**src/source/uart_config.svh**
```systemverilog
`ifndef UART_CONFIG_SVH
`define UART_CONFIG_SVH

// clock cycles per serial bit
// small value keeps simulated frames short
`define UART_CLKS_PER_BIT 8

// entries in each byte FIFO
`define UART_FIFO_DEPTH 16

`endif

```
**src/source/uart_pkg.sv**
```systemverilog
package uart_pkg;

    // width of one processor load or store
    typedef enum logic [1:0] {
        SIZE_BYTE = 2'b00,
        SIZE_HALF = 2'b01,
        SIZE_WORD = 2'b10
    } access_size_t;

    // position within an 8N1 frame, shared by receiver and transmitter
    typedef enum logic [1:0] {
        SER_IDLE  = 2'b00,
        SER_START = 2'b01,
        SER_DATA  = 2'b10,
        SER_STOP  = 2'b11
    } serial_state_t;

endpackage

```
**src/source/byte_fifo.sv**
```systemverilog
`timescale 1ns/1ps
`include "uart_config.svh"

module byte_fifo #(
    parameter int DEPTH        = `UART_FIFO_DEPTH,
    parameter bit DROP_ON_FULL = 1'b0
) (
    input  logic       clk,
    input  logic       i_rst,
    input  logic       i_push_valid,
    output logic       o_push_ready,
    input  logic [7:0] i_push_data,
    output logic       o_pop_valid,
    input  logic       i_pop_ready,
    output logic [7:0] o_pop_data,
    output logic       o_overrun
);

    localparam int PTR_W = (DEPTH > 1) ? $clog2(DEPTH) : 1;
    localparam int CNT_W = $clog2(DEPTH + 1);

    logic [7:0]       mem [DEPTH];
    logic [PTR_W-1:0] wr_ptr;
    logic [PTR_W-1:0] rd_ptr;
    logic [CNT_W-1:0] count;
    logic             full;
    logic             do_push;
    logic             do_pop;

    function automatic logic [PTR_W-1:0] next_ptr(input logic [PTR_W-1:0] ptr);
        return (ptr == PTR_W'(DEPTH - 1)) ? '0 : ptr + 1'b1;
    endfunction

    assign full        = count == CNT_W'(DEPTH);
    assign o_pop_valid = count != '0;
    assign o_pop_data  = mem[rd_ptr];
    assign do_pop      = o_pop_valid && i_pop_ready;

    // a full queue still takes a byte when one leaves in the same cycle
    assign o_push_ready = DROP_ON_FULL ? 1'b1 : (!full || i_pop_ready);
    assign do_push      = i_push_valid && (!full || do_pop);

    always_ff @(posedge clk) begin
        if (do_push) begin
            mem[wr_ptr] <= i_push_data;
        end
    end

    always_ff @(posedge clk) begin
        if (i_rst) begin
            wr_ptr <= '0;
            rd_ptr <= '0;
            count  <= '0;
        end else begin
            if (do_push) begin
                wr_ptr <= next_ptr(wr_ptr);
            end
            if (do_pop) begin
                rd_ptr <= next_ptr(rd_ptr);
            end
            case ({do_push, do_pop})
                2'b10:   count <= count + 1'b1;
                2'b01:   count <= count - 1'b1;
                default: count <= count;
            endcase
        end
    end

    // sticky until reset
    always_ff @(posedge clk) begin
        if (i_rst) begin
            o_overrun <= 1'b0;
        end else if (DROP_ON_FULL && i_push_valid && !do_push) begin
            o_overrun <= 1'b1;
        end
    end

    if (!DROP_ON_FULL) begin : g_backpressure_chk
        // a full queue with no pop takes no push
        a_no_push_full: assert property (@(posedge clk) disable iff (i_rst)
            (full && !do_pop) |=> full);
    end

endmodule

```
**src/source/uart_rx.sv**
```systemverilog
`timescale 1ns/1ps
`include "uart_config.svh"

module uart_rx
    import uart_pkg::*;
#(
    parameter int CLKS_PER_BIT = `UART_CLKS_PER_BIT
) (
    input  logic       clk,
    input  logic       i_rst,
    input  logic       i_rxd,
    output logic       o_valid,
    output logic [7:0] o_data
);

    localparam int CNT_W = (CLKS_PER_BIT > 1) ? $clog2(CLKS_PER_BIT) : 1;
    localparam int HALF  = (CLKS_PER_BIT > 1) ? CLKS_PER_BIT / 2 : 1;

    serial_state_t    state;
    logic [CNT_W-1:0] clk_cnt;
    logic [2:0]       bit_idx;
    logic [7:0]       shift_q;
    logic             rxd_meta;
    logic             rxd_sync;
    logic             rxd_prev;
    logic             start_edge;
    logic             mid_start;
    logic             bit_end;

    assign start_edge = rxd_prev && !rxd_sync;
    assign mid_start  = clk_cnt == CNT_W'(HALF - 1);
    assign bit_end    = clk_cnt == CNT_W'(CLKS_PER_BIT - 1);
    assign o_data     = shift_q;

    // line idles high, so the synchronizer comes out of reset high
    always_ff @(posedge clk) begin
        if (i_rst) begin
            rxd_meta <= 1'b1;
            rxd_sync <= 1'b1;
            rxd_prev <= 1'b1;
        end else begin
            rxd_meta <= i_rxd;
            rxd_sync <= rxd_meta;
            rxd_prev <= rxd_sync;
        end
    end

    always_ff @(posedge clk) begin
        if (i_rst) begin
            state   <= SER_IDLE;
            clk_cnt <= '0;
            bit_idx <= '0;
            o_valid <= 1'b0;
        end else begin
            o_valid <= 1'b0;
            case (state)
                SER_IDLE: begin
                    clk_cnt <= '0;
                    if (start_edge) begin
                        state <= SER_START;
                    end
                end
                SER_START: begin
                    // glitch shorter than half a bit goes back to idle
                    if (mid_start) begin
                        clk_cnt <= '0;
                        bit_idx <= '0;
                        state   <= rxd_sync ? SER_IDLE : SER_DATA;
                    end else begin
                        clk_cnt <= clk_cnt + 1'b1;
                    end
                end
                SER_DATA: begin
                    if (bit_end) begin
                        clk_cnt <= '0;
                        bit_idx <= bit_idx + 1'b1;
                        if (bit_idx == 3'd7) begin
                            state <= SER_STOP;
                        end
                    end else begin
                        clk_cnt <= clk_cnt + 1'b1;
                    end
                end
                SER_STOP: begin
                    // low stop bit is a framing error, byte dropped
                    if (bit_end) begin
                        clk_cnt <= '0;
                        o_valid <= rxd_sync;
                        state   <= SER_IDLE;
                    end else begin
                        clk_cnt <= clk_cnt + 1'b1;
                    end
                end
                default: state <= SER_IDLE;
            endcase
        end
    end

    // lsb arrives first
    always_ff @(posedge clk) begin
        if (state == SER_DATA && bit_end) begin
            shift_q <= {rxd_sync, shift_q[7:1]};
        end
    end

endmodule

```
**src/source/uart_tx.sv**
```systemverilog
`timescale 1ns/1ps
`include "uart_config.svh"

module uart_tx
    import uart_pkg::*;
#(
    parameter int CLKS_PER_BIT = `UART_CLKS_PER_BIT
) (
    input  logic       clk,
    input  logic       i_rst,
    input  logic       i_valid,
    output logic       o_ready,
    input  logic [7:0] i_data,
    output logic       o_txd
);

    localparam int CNT_W = (CLKS_PER_BIT > 1) ? $clog2(CLKS_PER_BIT) : 1;

    serial_state_t    state;
    logic [CNT_W-1:0] clk_cnt;
    logic [2:0]       bit_idx;
    logic [7:0]       shift_q;
    logic             bit_end;

    assign o_ready = state == SER_IDLE;
    assign bit_end = clk_cnt == CNT_W'(CLKS_PER_BIT - 1);

    always_ff @(posedge clk) begin
        if (i_rst) begin
            state   <= SER_IDLE;
            clk_cnt <= '0;
            bit_idx <= '0;
            o_txd   <= 1'b1;
        end else begin
            clk_cnt <= (state == SER_IDLE || bit_end) ? '0 : clk_cnt + 1'b1;
            case (state)
                SER_IDLE: begin
                    if (i_valid) begin
                        state <= SER_START;
                        o_txd <= 1'b0;
                    end
                end
                SER_START: begin
                    if (bit_end) begin
                        state   <= SER_DATA;
                        bit_idx <= '0;
                        o_txd   <= shift_q[0];
                    end
                end
                SER_DATA: begin
                    if (bit_end) begin
                        bit_idx <= bit_idx + 1'b1;
                        if (bit_idx == 3'd7) begin
                            state <= SER_STOP;
                            o_txd <= 1'b1;
                        end else begin
                            // next bit, ahead of the shift below
                            o_txd <= shift_q[1];
                        end
                    end
                end
                SER_STOP: begin
                    if (bit_end) begin
                        state <= SER_IDLE;
                    end
                end
                default: state <= SER_IDLE;
            endcase
        end
    end

    always_ff @(posedge clk) begin
        if (o_ready && i_valid) begin
            shift_q <= i_data;
        end else if (state == SER_DATA && bit_end) begin
            shift_q <= {1'b0, shift_q[7:1]};
        end
    end

    a_idle_high: assert property (@(posedge clk) disable iff (i_rst)
        (state == SER_IDLE) |-> o_txd);

endmodule

```
**src/source/uart_access.sv**
```systemverilog
`timescale 1ns/1ps

module uart_access
    import uart_pkg::*;
(
    input  logic         clk,
    input  logic         i_rst,
    input  logic         i_req_valid,
    output logic         o_req_ready,
    input  access_size_t i_size,
    input  logic         i_write,
    input  logic [31:0]  i_wdata,
    output logic         o_done,
    output logic [31:0]  o_rdata,
    output logic         o_tx_valid,
    output logic [7:0]   o_tx_data,
    input  logic         i_tx_ready,
    input  logic         i_rx_valid,
    input  logic [7:0]   i_rx_data,
    output logic         o_rx_ready
);

    logic [2:0]   byte_cnt;
    logic         busy;
    logic         write_q;
    access_size_t size_q;
    logic [31:0]  shift_q;
    logic [31:0]  rdata_q;
    logic [31:0]  read_word;
    logic [31:0]  read_ext;
    logic         accept;
    logic         byte_xfer;

    function automatic logic [2:0] size_bytes(input access_size_t size);
        case (size)
            SIZE_BYTE: return 3'd1;
            SIZE_HALF: return 3'd2;
            default:   return 3'd4;
        endcase
    endfunction

    // top byte goes out first
    function automatic logic [31:0] align_left(input access_size_t size,
                                               input logic [31:0] data);
        case (size)
            SIZE_BYTE: return {data[7:0], 24'h000000};
            SIZE_HALF: return {data[15:0], 16'h0000};
            default:   return data;
        endcase
    endfunction

    assign busy        = byte_cnt != 3'd0;
    assign o_req_ready = !busy;
    assign accept      = i_req_valid && o_req_ready;

    assign o_tx_valid = busy && write_q;
    assign o_tx_data  = shift_q[31:24];
    assign o_rx_ready = busy && !write_q;

    assign byte_xfer = (o_tx_valid && i_tx_ready) || (o_rx_ready && i_rx_valid);
    assign o_done    = byte_xfer && (byte_cnt == 3'd1);

    // received byte lands at the bottom, earlier bytes move up
    assign read_word = {shift_q[23:0], i_rx_data};

    always_comb begin
        case (size_q)
            SIZE_BYTE: read_ext = {{24{read_word[7]}}, read_word[7:0]};
            SIZE_HALF: read_ext = {{16{read_word[15]}}, read_word[15:0]};
            default:   read_ext = read_word;
        endcase
    end

    // read result shows in the done cycle, then held
    assign o_rdata = (o_done && !write_q) ? read_ext : rdata_q;

    always_ff @(posedge clk) begin
        if (i_rst) begin
            byte_cnt <= 3'd0;
        end else if (accept) begin
            byte_cnt <= size_bytes(i_size);
        end else if (byte_xfer) begin
            byte_cnt <= byte_cnt - 3'd1;
        end
    end

    always_ff @(posedge clk) begin
        if (accept) begin
            write_q <= i_write;
            size_q  <= i_size;
            shift_q <= align_left(i_size, i_wdata);
        end else if (byte_xfer) begin
            if (write_q) begin
                shift_q <= {shift_q[23:0], 8'h00};
            end else begin
                shift_q <= read_word;
            end
        end
    end

    always_ff @(posedge clk) begin
        if (o_done && !write_q) begin
            rdata_q <= read_ext;
        end
    end

    // idle with nothing accepted gives no done next cycle
    a_done_busy: assert property (@(posedge clk) disable iff (i_rst)
        (o_req_ready && !accept) |=> !o_done);

    // finishing an access frees the request side on the next cycle
    a_done_idle: assert property (@(posedge clk) disable iff (i_rst)
        o_done |=> o_req_ready);

endmodule

```
**src/source/uart_manage.sv**
```systemverilog
`timescale 1ns/1ps
`include "uart_config.svh"

module uart_manage
    import uart_pkg::*;
#(
    parameter int CLKS_PER_BIT = `UART_CLKS_PER_BIT,
    parameter int FIFO_DEPTH   = `UART_FIFO_DEPTH
) (
    input  logic         clk,
    input  logic         i_rst,
    input  logic         i_req_valid,
    output logic         o_req_ready,
    input  access_size_t i_size,
    input  logic         i_write,
    input  logic [31:0]  i_wdata,
    output logic         o_done,
    output logic [31:0]  o_rdata,
    input  logic         i_rxd,
    output logic         o_txd,
    output logic         o_overrun
);

    logic       rx_byte_valid;
    logic [7:0] rx_byte_data;
    logic       rxq_valid;
    logic       rxq_ready;
    logic [7:0] rxq_data;
    logic       tx_push_valid;
    logic       tx_push_ready;
    logic [7:0] tx_push_data;
    logic       txq_valid;
    logic       txq_ready;
    logic [7:0] txq_data;

    uart_rx #(
        .CLKS_PER_BIT(CLKS_PER_BIT)
    ) u_rx (
        .clk    (clk),
        .i_rst  (i_rst),
        .i_rxd  (i_rxd),
        .o_valid(rx_byte_valid),
        .o_data (rx_byte_data)
    );

    // receiver cannot stall, so this queue drops on full
    byte_fifo #(
        .DEPTH       (FIFO_DEPTH),
        .DROP_ON_FULL(1'b1)
    ) u_rx_fifo (
        .clk         (clk),
        .i_rst       (i_rst),
        .i_push_valid(rx_byte_valid),
        .o_push_ready(),
        .i_push_data (rx_byte_data),
        .o_pop_valid (rxq_valid),
        .i_pop_ready (rxq_ready),
        .o_pop_data  (rxq_data),
        .o_overrun   (o_overrun)
    );

    uart_access u_access (
        .clk        (clk),
        .i_rst      (i_rst),
        .i_req_valid(i_req_valid),
        .o_req_ready(o_req_ready),
        .i_size     (i_size),
        .i_write    (i_write),
        .i_wdata    (i_wdata),
        .o_done     (o_done),
        .o_rdata    (o_rdata),
        .o_tx_valid (tx_push_valid),
        .o_tx_data  (tx_push_data),
        .i_tx_ready (tx_push_ready),
        .i_rx_valid (rxq_valid),
        .i_rx_data  (rxq_data),
        .o_rx_ready (rxq_ready)
    );

    byte_fifo #(
        .DEPTH       (FIFO_DEPTH),
        .DROP_ON_FULL(1'b0)
    ) u_tx_fifo (
        .clk         (clk),
        .i_rst       (i_rst),
        .i_push_valid(tx_push_valid),
        .o_push_ready(tx_push_ready),
        .i_push_data (tx_push_data),
        .o_pop_valid (txq_valid),
        .i_pop_ready (txq_ready),
        .o_pop_data  (txq_data),
        .o_overrun   ()
    );

    uart_tx #(
        .CLKS_PER_BIT(CLKS_PER_BIT)
    ) u_tx (
        .clk    (clk),
        .i_rst  (i_rst),
        .i_valid(txq_valid),
        .o_ready(txq_ready),
        .i_data (txq_data),
        .o_txd  (o_txd)
    );

endmodule

```
**config.mk**
```make
export PLATFORM = sky130hd
export DESIGN_NAME = uart_manage
export DESIGN_NICKNAME = d
export VERILOG_FILES = /design/src/source/uart_pkg.sv /design/src/source/byte_fifo.sv /design/src/source/uart_rx.sv /design/src/source/uart_tx.sv /design/src/source/uart_access.sv /design/src/source/uart_manage.sv
export VERILOG_INCLUDE_DIRS = /design/src /design/src/source
export SDC_FILE = /design/constraint.sdc
export NUM_CORES = 1
export LEC_CHECK = 0
export ABC_AREA = 1
export BUFFER_PORTS_ARGS = -buffer_cell sky130_fd_sc_hd__buf_2
export CAP_MARGIN = 20
export CORE_MARGIN = 2
export CORE_UTILIZATION = 30
export DETAILED_ROUTE_END_ITERATION = 6
export PLACE_DENSITY_LB_ADDON = 0.25
export SYNTH_ARGS = -nofsm -noshare
export SYNTH_HDL_FRONTEND = slang
export SYNTH_SLANG_ARGS = --single-unit
```
**constraint.sdc**
```tcl
create_clock -name clk -period 3.7 [get_ports clk]
set_clock_uncertainty 0.15 [all_clocks]
set_input_delay 0.185 -clock clk [delete_from_list [all_inputs] [get_ports clk]]
set_output_delay 0.185 -clock clk [all_outputs]
set_load 0.01 [all_outputs]
```
Word level (Yosys, flattened, before mapping)
Memory sizes are Yosys's and may differ from the RTL's. A register that Yosys moved wholly into a read port is not among the register bits.
Cells that the tools add are included.
{"block": "totals", "reg_bits": 134, "ramBits": 256, "input_bits": 39, "output_inout_bits": 36, "n_memories": 2}
{"name": "u_rx_fifo.mem", "depth": 16, "width": 8, "rd": 1, "rd_ports_with_merged_regs": 1, "wr": 1, "line_no": "byte_fifo.sv:22", "rtl": "logic [7:0] mem [DEPTH];"}
{"name": "u_tx_fifo.mem", "depth": 16, "width": 8, "rd": 1, "rd_ports_with_merged_regs": 1, "wr": 1, "line_no": "byte_fifo.sv:22"}
{"block": "op_classes", "add_sub_neg": 13, "eq_ne": 34, "muxes": 52, "n_bitwise": 2, "reduce_logical": 47}
{"operator": "$pmux W32 S2", "count": 2}
{"operator": "$mux W32", "count": 3}
{"operator": "$mux W4", "count": 8}
{"operator": "$mux W3", "count": 8}
{"operator": "$mux W8", "count": 3}
{"operator": "$mux W2", "count": 11}
{"operator": "$ne A2 B1 Y1 const B", "count": 10}
{"operator": "$pmux W5 S2", "count": 2}
{"operator": "$pmux W3 S2", "count": 3}
{"operator": "$add A4 B1 Y4 const B", "count": 4}
{"operator": "$eq A4 B4 Y1 const B", "count": 4}
{"operator": "$pmux W2 S4", "count": 2}
{"operator": "$logic_and A1 B1 Y1", "count": 14}
{"operator": "$add A3 B1 Y3 const B", "count": 4}
{"operator": "$eq A2 B1 Y1 const B", "count": 6}
{"operator": "$eq A2 B2 Y1 const B", "count": 6}
{"operator": "$eq A3 B3 Y1 const B", "count": 4}
{"operator": "$reduce_bool A2 Y1", "count": 6}
{"operator": "$add A5 B1 Y5 const B", "count": 2}
{"operator": "$eq A5 B5 Y1 const B", "count": 2}
{"operator": "$reduce_and A5 Y1", "count": 2}
{"operator": "$reduce_bool A5 Y1", "count": 2}
{"operator": "$sub A5 B1 Y5 const B", "count": 2}
{"operator": "$pmux W3 S3", "count": 1}
{"operator": "other kinds (14)", "count": 37}

Logic depth before layout (Yosys ltp)
{"block": "logic_depth", "ltp_word": 8, "mapped_depth": 18, "mapped_depth_nobuf": 18}

Hierarchy
A second synthesis with hierarchy kept.
{"block": "unflattened", "hier_cells": 1562, "area_unflattened_um2": 17453.0}
{"mod": "byte_fifo at u_rx_fifo", "instances": 1, "cells_per_inst": 543, "area_each_um2": 6278.5}
{"mod": "byte_fifo at u_tx_fifo", "instances": 1, "cells_per_inst": 482, "area_each_um2": 6165.9}
{"mod": "uart_access", "instances": 1, "cells_per_inst": 362, "area_each_um2": 3298.2}
{"mod": "uart_tx", "instances": 1, "cells_per_inst": 93, "area_each_um2": 872.1}
{"mod": "uart_rx", "instances": 1, "cells_per_inst": 82, "area_each_um2": 838.3}

Worst setup path after synthesis
OpenSTA, ideal clock, no wires.
{"block": "synth_path", "path_kind": "register to register", "from": "register u_access.byte_cnt[0]", "to": "register u_access.shift_q[0] (enable)", "setup_ns": 0.392, "arrival_time_ns": 2.219, "path_slack_ns": 0.939, "path_stages_with_launch": 11, "n_path_buf": 0, "period_less_slack_ns": 2.761, "cell_sequence": "dfxtp_1 > inv_1 > ha_1 > ha_1 > inv_1 > nand2_1 > a31oi_4 > inv_2 > nand2_4 > inv_1 > nand2_1"}
{"block": "synth_between", "elab_cells_between_ends": 9, "cone_classes": "9 x reduce/logical"}
{"element": "start, declared", "line_no": "uart_access.sv:23", "rtl": "logic [2:0] byte_cnt;"}
{"element": "start signal, assigned", "line_no": "uart_access.sv:81", "rtl": "byte_cnt <= size_bytes(i_size);"}
{"element": "start signal, assigned", "line_no": "uart_access.sv:83", "rtl": "byte_cnt <= byte_cnt - 3'd1;"}
{"element": "$reduce_bool A3 Y1", "line_no": "uart_access.sv:52", "rtl": "assign busy = byte_cnt != 3'd0;"}
{"element": "$logic_not A1 Y1", "line_no": "uart_access.sv:53", "rtl": "assign o_req_ready = !busy;"}
{"element": "named net o_req_ready", "line_no": "uart_manage.sv:13", "rtl": "output logic o_req_ready,"}
{"element": "$logic_and A1 B1 Y1", "line_no": "uart_access.sv:54", "rtl": "assign accept = i_req_valid && o_req_ready;"}
{"element": "$reduce_bool A2 Y1 (no line)"}
{"element": "end signal, assigned", "line_no": "uart_access.sv:91", "rtl": "shift_q <= align_left(i_size, i_wdata);"}
{"element": "end signal, assigned", "line_no": "uart_access.sv:94", "rtl": "shift_q <= {shift_q[23:0], 8'h00};"}
{"element": "end signal, assigned", "line_no": "uart_access.sv:96", "rtl": "shift_q <= read_word;"}
{"element": "end, declared", "line_no": "uart_access.sv:27", "rtl": "logic [31:0] shift_q;"}
The timed path passes the listed nets, and every way through them passes these cells.
A chain may end at the register's enable or synchronous reset.

Final worst setup path
{"block": "layout_path", "from": "register u_access.byte_cnt[0]", "to": "output port o_rdata[29]"}
{"block": "layout_between", "elab_chain_len": 7, "elab_cells_between_ends": 10, "cone_classes": "1 x eq/ne; 1 x mux; 8 x reduce/logical"}
{"element": "$reduce_bool A3 Y1", "line_no": "uart_access.sv:52"}
{"element": "$logic_and A1 B1 Y1, on equally long branches", "line_no": "uart_access.sv:56, uart_access.sv:58"}
{"element": "$logic_and A1 B1 Y1", "line_no": "uart_access.sv:60", "rtl": "assign byte_xfer = (o_tx_valid && i_tx_ready) || (o_rx_ready && i_rx_valid);"}
{"element": "$logic_or A1 B1 Y1", "line_no": "uart_access.sv:60"}
{"element": "$logic_and A1 B1 Y1 (*)", "line_no": "uart_access.sv:61", "rtl": "assign o_done = byte_xfer && (byte_cnt == 3'd1);"}
{"element": "$logic_and A1 B1 Y1 (*)", "line_no": "uart_access.sv:75", "rtl": "assign o_rdata = (o_done && !write_q) ? read_ext : rdata_q;"}
{"element": "$mux W32 (*)", "line_no": "uart_access.sv:75"}
{"element": "end, declared", "line_no": "uart_manage.sv:18", "rtl": "output logic [31:0] o_rdata,"}
Every way passes the cells marked *; elsewhere a longest branch is shown, timed or not.

==> flow_summary.yaml <==
run_status:
  status: "finished with violations"
  violations: "negative hold slack"
job:
  cap_violations: 0
synth:
  synth_compound_area_share_pct: 12.38
  synth-seq-cells: 398
  synth_top_family_by_area: "compound AO/OA/AOI/OAI gates"
  ys.flop_type: "edfxtp_1"
  synth_area_um2: 16710
  muxShareOfSynthArea_pct: 1.138
  synthCells: 1502
  synthXorXnorAreaFrac_pct: 0.4718
  yosys_warnings: 0
  ys_top_cells_by_area: "edfxtp_1 (55%), dfxtp_1 (11%), nor2_1 (5.0%), o21ai_0 (4.3%), nand2_1 (4.1%)"
  syn_area_per_cell_um2: 11.12
  ys_seq_area_share_pct: 66.08
  synthAdderAreaFrac_pct: 2.816
  synthesis.nets: 1578
  synthSimpleGateAreaFrac_pct: 11.93
  synth_edf_count: 307
  synthDominantCellAreaShare_pct: 55.17
  synth_top_cell_by_area: "edfxtp_1"
  yosysUniqueCellTypes: 38
  synthArstFlopShare_pct: 0
layout:
  layout_commonest_cell: "edfxtp_1"
  finalNetCount: 1713
  fill_cells: 5427
  utilization_pct: 36.08
  drive_gt1_share_pct: 12.57
  layout_common_cells: "edfxtp_1 (307), nor2_1 (222), nand2_1 (182)"
  diodes: 0
  area_growth_pct: 18.97
global_routing:
  grt.total_usage_pct: 14.25
  grt_pass1_vias: 10940
  grt_max_degree: 65
  overflow: 0
  antenna_found_initial: 2
  grt_pass1_wl_um: 63750
hold_path:
  worstHoldPathType: "in -> reg"
  min-delay-start: "i_rst"
  holdPathEnd: "u_access.byte_cnt[2]$_SDFFE_PP0P_"
  holdPathStages: 2
worst_setup_path:
  setup.worst_path.end_class: "output port"
  r2r_cells: 8
  timing_worst_setup_path_type: "reg -> out"
  rr_endpoint: "u_access.shift_q[16]$_DFFE_PP_"
  path_cells: "inv_1 -> ha_1 -> ha_1 -> inv_1 -> nand2_1 -> a31oi_4 -> inv_2 -> nand2_4 -> nand3_4 -> buf_4 -> a21oi_2 -> nand3_1 -> nand2_1 -> inv_1 -> buf_2"
  cp_slowest_stage_delay_ns: 0.36
  crit_arrival_ns: 3.10
  startpoint: "u_access.byte_cnt[0]$_SDFFE_PP0P_"
  r2r-start: "u_access.byte_cnt[1]$_SDFFE_PP0P_"
  start_kind: "flip-flop"
  slowest_stage: "dfxtp_1"
  crit_top_cell: "inv_1"
  cp_max_fo: 14
  reg2reg_slack_ns: 0.70
  cp.required_ns: 3.37
sta:
  rsz0062_at_grt: "no"
  clock.fmax_ghz: 0.2910
  slew_viol_final: 0
  finalSetupViolations: 0
  finalCritPeriodShare_pct: 92.88
  setup_tns_ns: 0
  maxSlewHeadroom_pct: 36.92
  worst_pin_slew_ns: 0.9452
  whs_ns: -0.01174
  period_minus_slack_ns: 3.436
  hold_viol: 4
cts:
  root_buffer: "clkbuf_16"
  htreeDepth: 2
  clkLatencyLatePin_ns: 0.56
  cts_tree: "done"
  cts.sinks: 398
  clockBufferDepth: 3
  clkTransAtPathRegs_ns: 0.06
  cts_buffers: 43
die:
  pin_count: 75
  die_w_um: 240
  num_rows: 86
  die_y_um: 240
  start_util_pct: 30.33
  fp.coreArea_um2: 55090
  die_area_um2: 57600
detailed_routing:
  vias: 11340
  remaining_drc_errors: 0
  firstDrtPassIters: 4
  via_per_inst: 4.689
  drtIter0Drc: 774
  wire_per_inst_um: 17.27
  final_antenna_net_count: 0
  wl_um: 41750
place:
  gp_congestion: 0.8243
  port_buffers: 74
  hpwl_um: 26790
power:
  p_leak_nw: 7.291
  vdd_drop_max_mv: 0.3753
  powerDensity_nw_per_um2: 749.4
-- cell type report --
class,count,area (µm²),area share [%]
inverters,141,529.3,2.663
clock inverters,23,252.7,1.271
multi-input cells,894,4811,24.20
well taps,748,935.9,4.708
clock buffers,55,1172,5.898
flip-flops and latches,398,11050,55.57
repair buffers,159,1131,5.690
-- worst max-delay path by stage --
stage	depth (start not counted)	endpoint
after floorplan	10	u_access.shift_q[0]$_DFFE_PP_
after global placement	15	o_rdata[31]
after detailed placement	15	o_rdata[29]
after CTS	15	o_rdata[29]
after global routing	15	o_rdata[29]
final	15	o_rdata[29]
-- sequential cells by signal, indices dropped and copies added, names as in the netlist, 2 cells and up, named ones only --
register and count:
u_rx_fifo.mem 128, u_tx_fifo.mem 128, u_access.rdata_q 32, u_access.shift_q 32, u_rx.o_data 8, u_tx.shift_q 8, u_rx_fifo.count 5, u_tx_fifo.count 5
u_rx_fifo.rd_ptr 4, u_rx_fifo.wr_ptr 4, u_tx_fifo.rd_ptr 4, u_tx_fifo.wr_ptr 4, u_access.byte_cnt 3, u_rx.bit_idx 3, u_rx.clk_cnt 3, u_tx.bit_idx 3
u_tx.clk_cnt 3, u_access.size_q 2, u_tx.state 2
-- report_power, final --
group | leakage [nW] | switching [mW] | internal (mW)
clock network | 0.696 | 1.75 | 2.59
logic | 3.04 | 2.76 | 1.40
registers | 3.55 | 0.587 | 5.81
-- kinds of logic after synthesis --
group / Yosys count
fa+ha+maj: 37
buf+inv: 211
xor+xnor: 9
compound gates: 337
simple gates: 491
flops: 398
mux: 19
-- cells in the mapped netlist, types with 3 or more instances --
cell type and instances:
inv_1 136, o21a_1 11, edfxtp_1 307, buf_6 6, xor2_1 6, a21oi_1 47
a211oi_1 6, dfxtp_1 91, inv_2 4, a21oi_2 12, o22ai_1 25, ha_1 36
o21ai_0 145, xnor2_1 3, buf_2 15, nand3b_1 3, o211ai_1 49, buf_1 5
nand4_1 5, mux2i_1 19, o32ai_1 12, nand2_1 182, nor2_1 222, clkbuf_1 41
o21ai_1 7, nor3_1 9, nand3_1 61, o221ai_1 20, buf_4 3, or2_2 6
-- worst max-delay path, delay by kind of cell (launching register included) --
family / cells / cell delay (ns)
compound gates: 2 / 0.39
simple gates: 5 / 0.67
flops: 1 / 0.36
buf+inv: 6 / 0.71
fa+ha+maj: 2 / 0.40
-- stage by stage --
stage / instances / setup slack, ns / cell area, µm² / hold WS (ns) / total power, mW
finish: 2418 / 0.2636 / 19880 / -0.01174 / 14.90
global route: 2418 / 0.007634 / 19880 / 0.008950 / 15.78
CTS: 2417 / 0.1674 / 19870 / 0.003639 / 15.04
detailed placement: 2295 / 0.7789 / 18000 / 0.2465 / 10.55
global placement: 2295 / 0.8562 / 18000 / 0.2473 / 10.50
floorplan: 1502 / 0.9390 / 16710 / 0.1339 / 9.079
-- layer usage --
layer / GRT usage (%) / wire [µm] / vias up
met4: 3.858 / 984 / 2
met5: 0 / 10 / -
li1: - / - / 5555
met3: 2.250 / 1839 / 67
met2: 23.92 / 20180 / 243
met1: 19.09 / 18740 / 5472
-- repair_timing --
item / CTS / global route
hold buffers: 44 / 0
buffers inserted: 0 / 0
hold endpoints to repair: 37 / 0
resized for setup: 0 / 0
endpoints found under the setup margin: 0 / 15
Note: power is estimated with default switching activity, not from simulation.
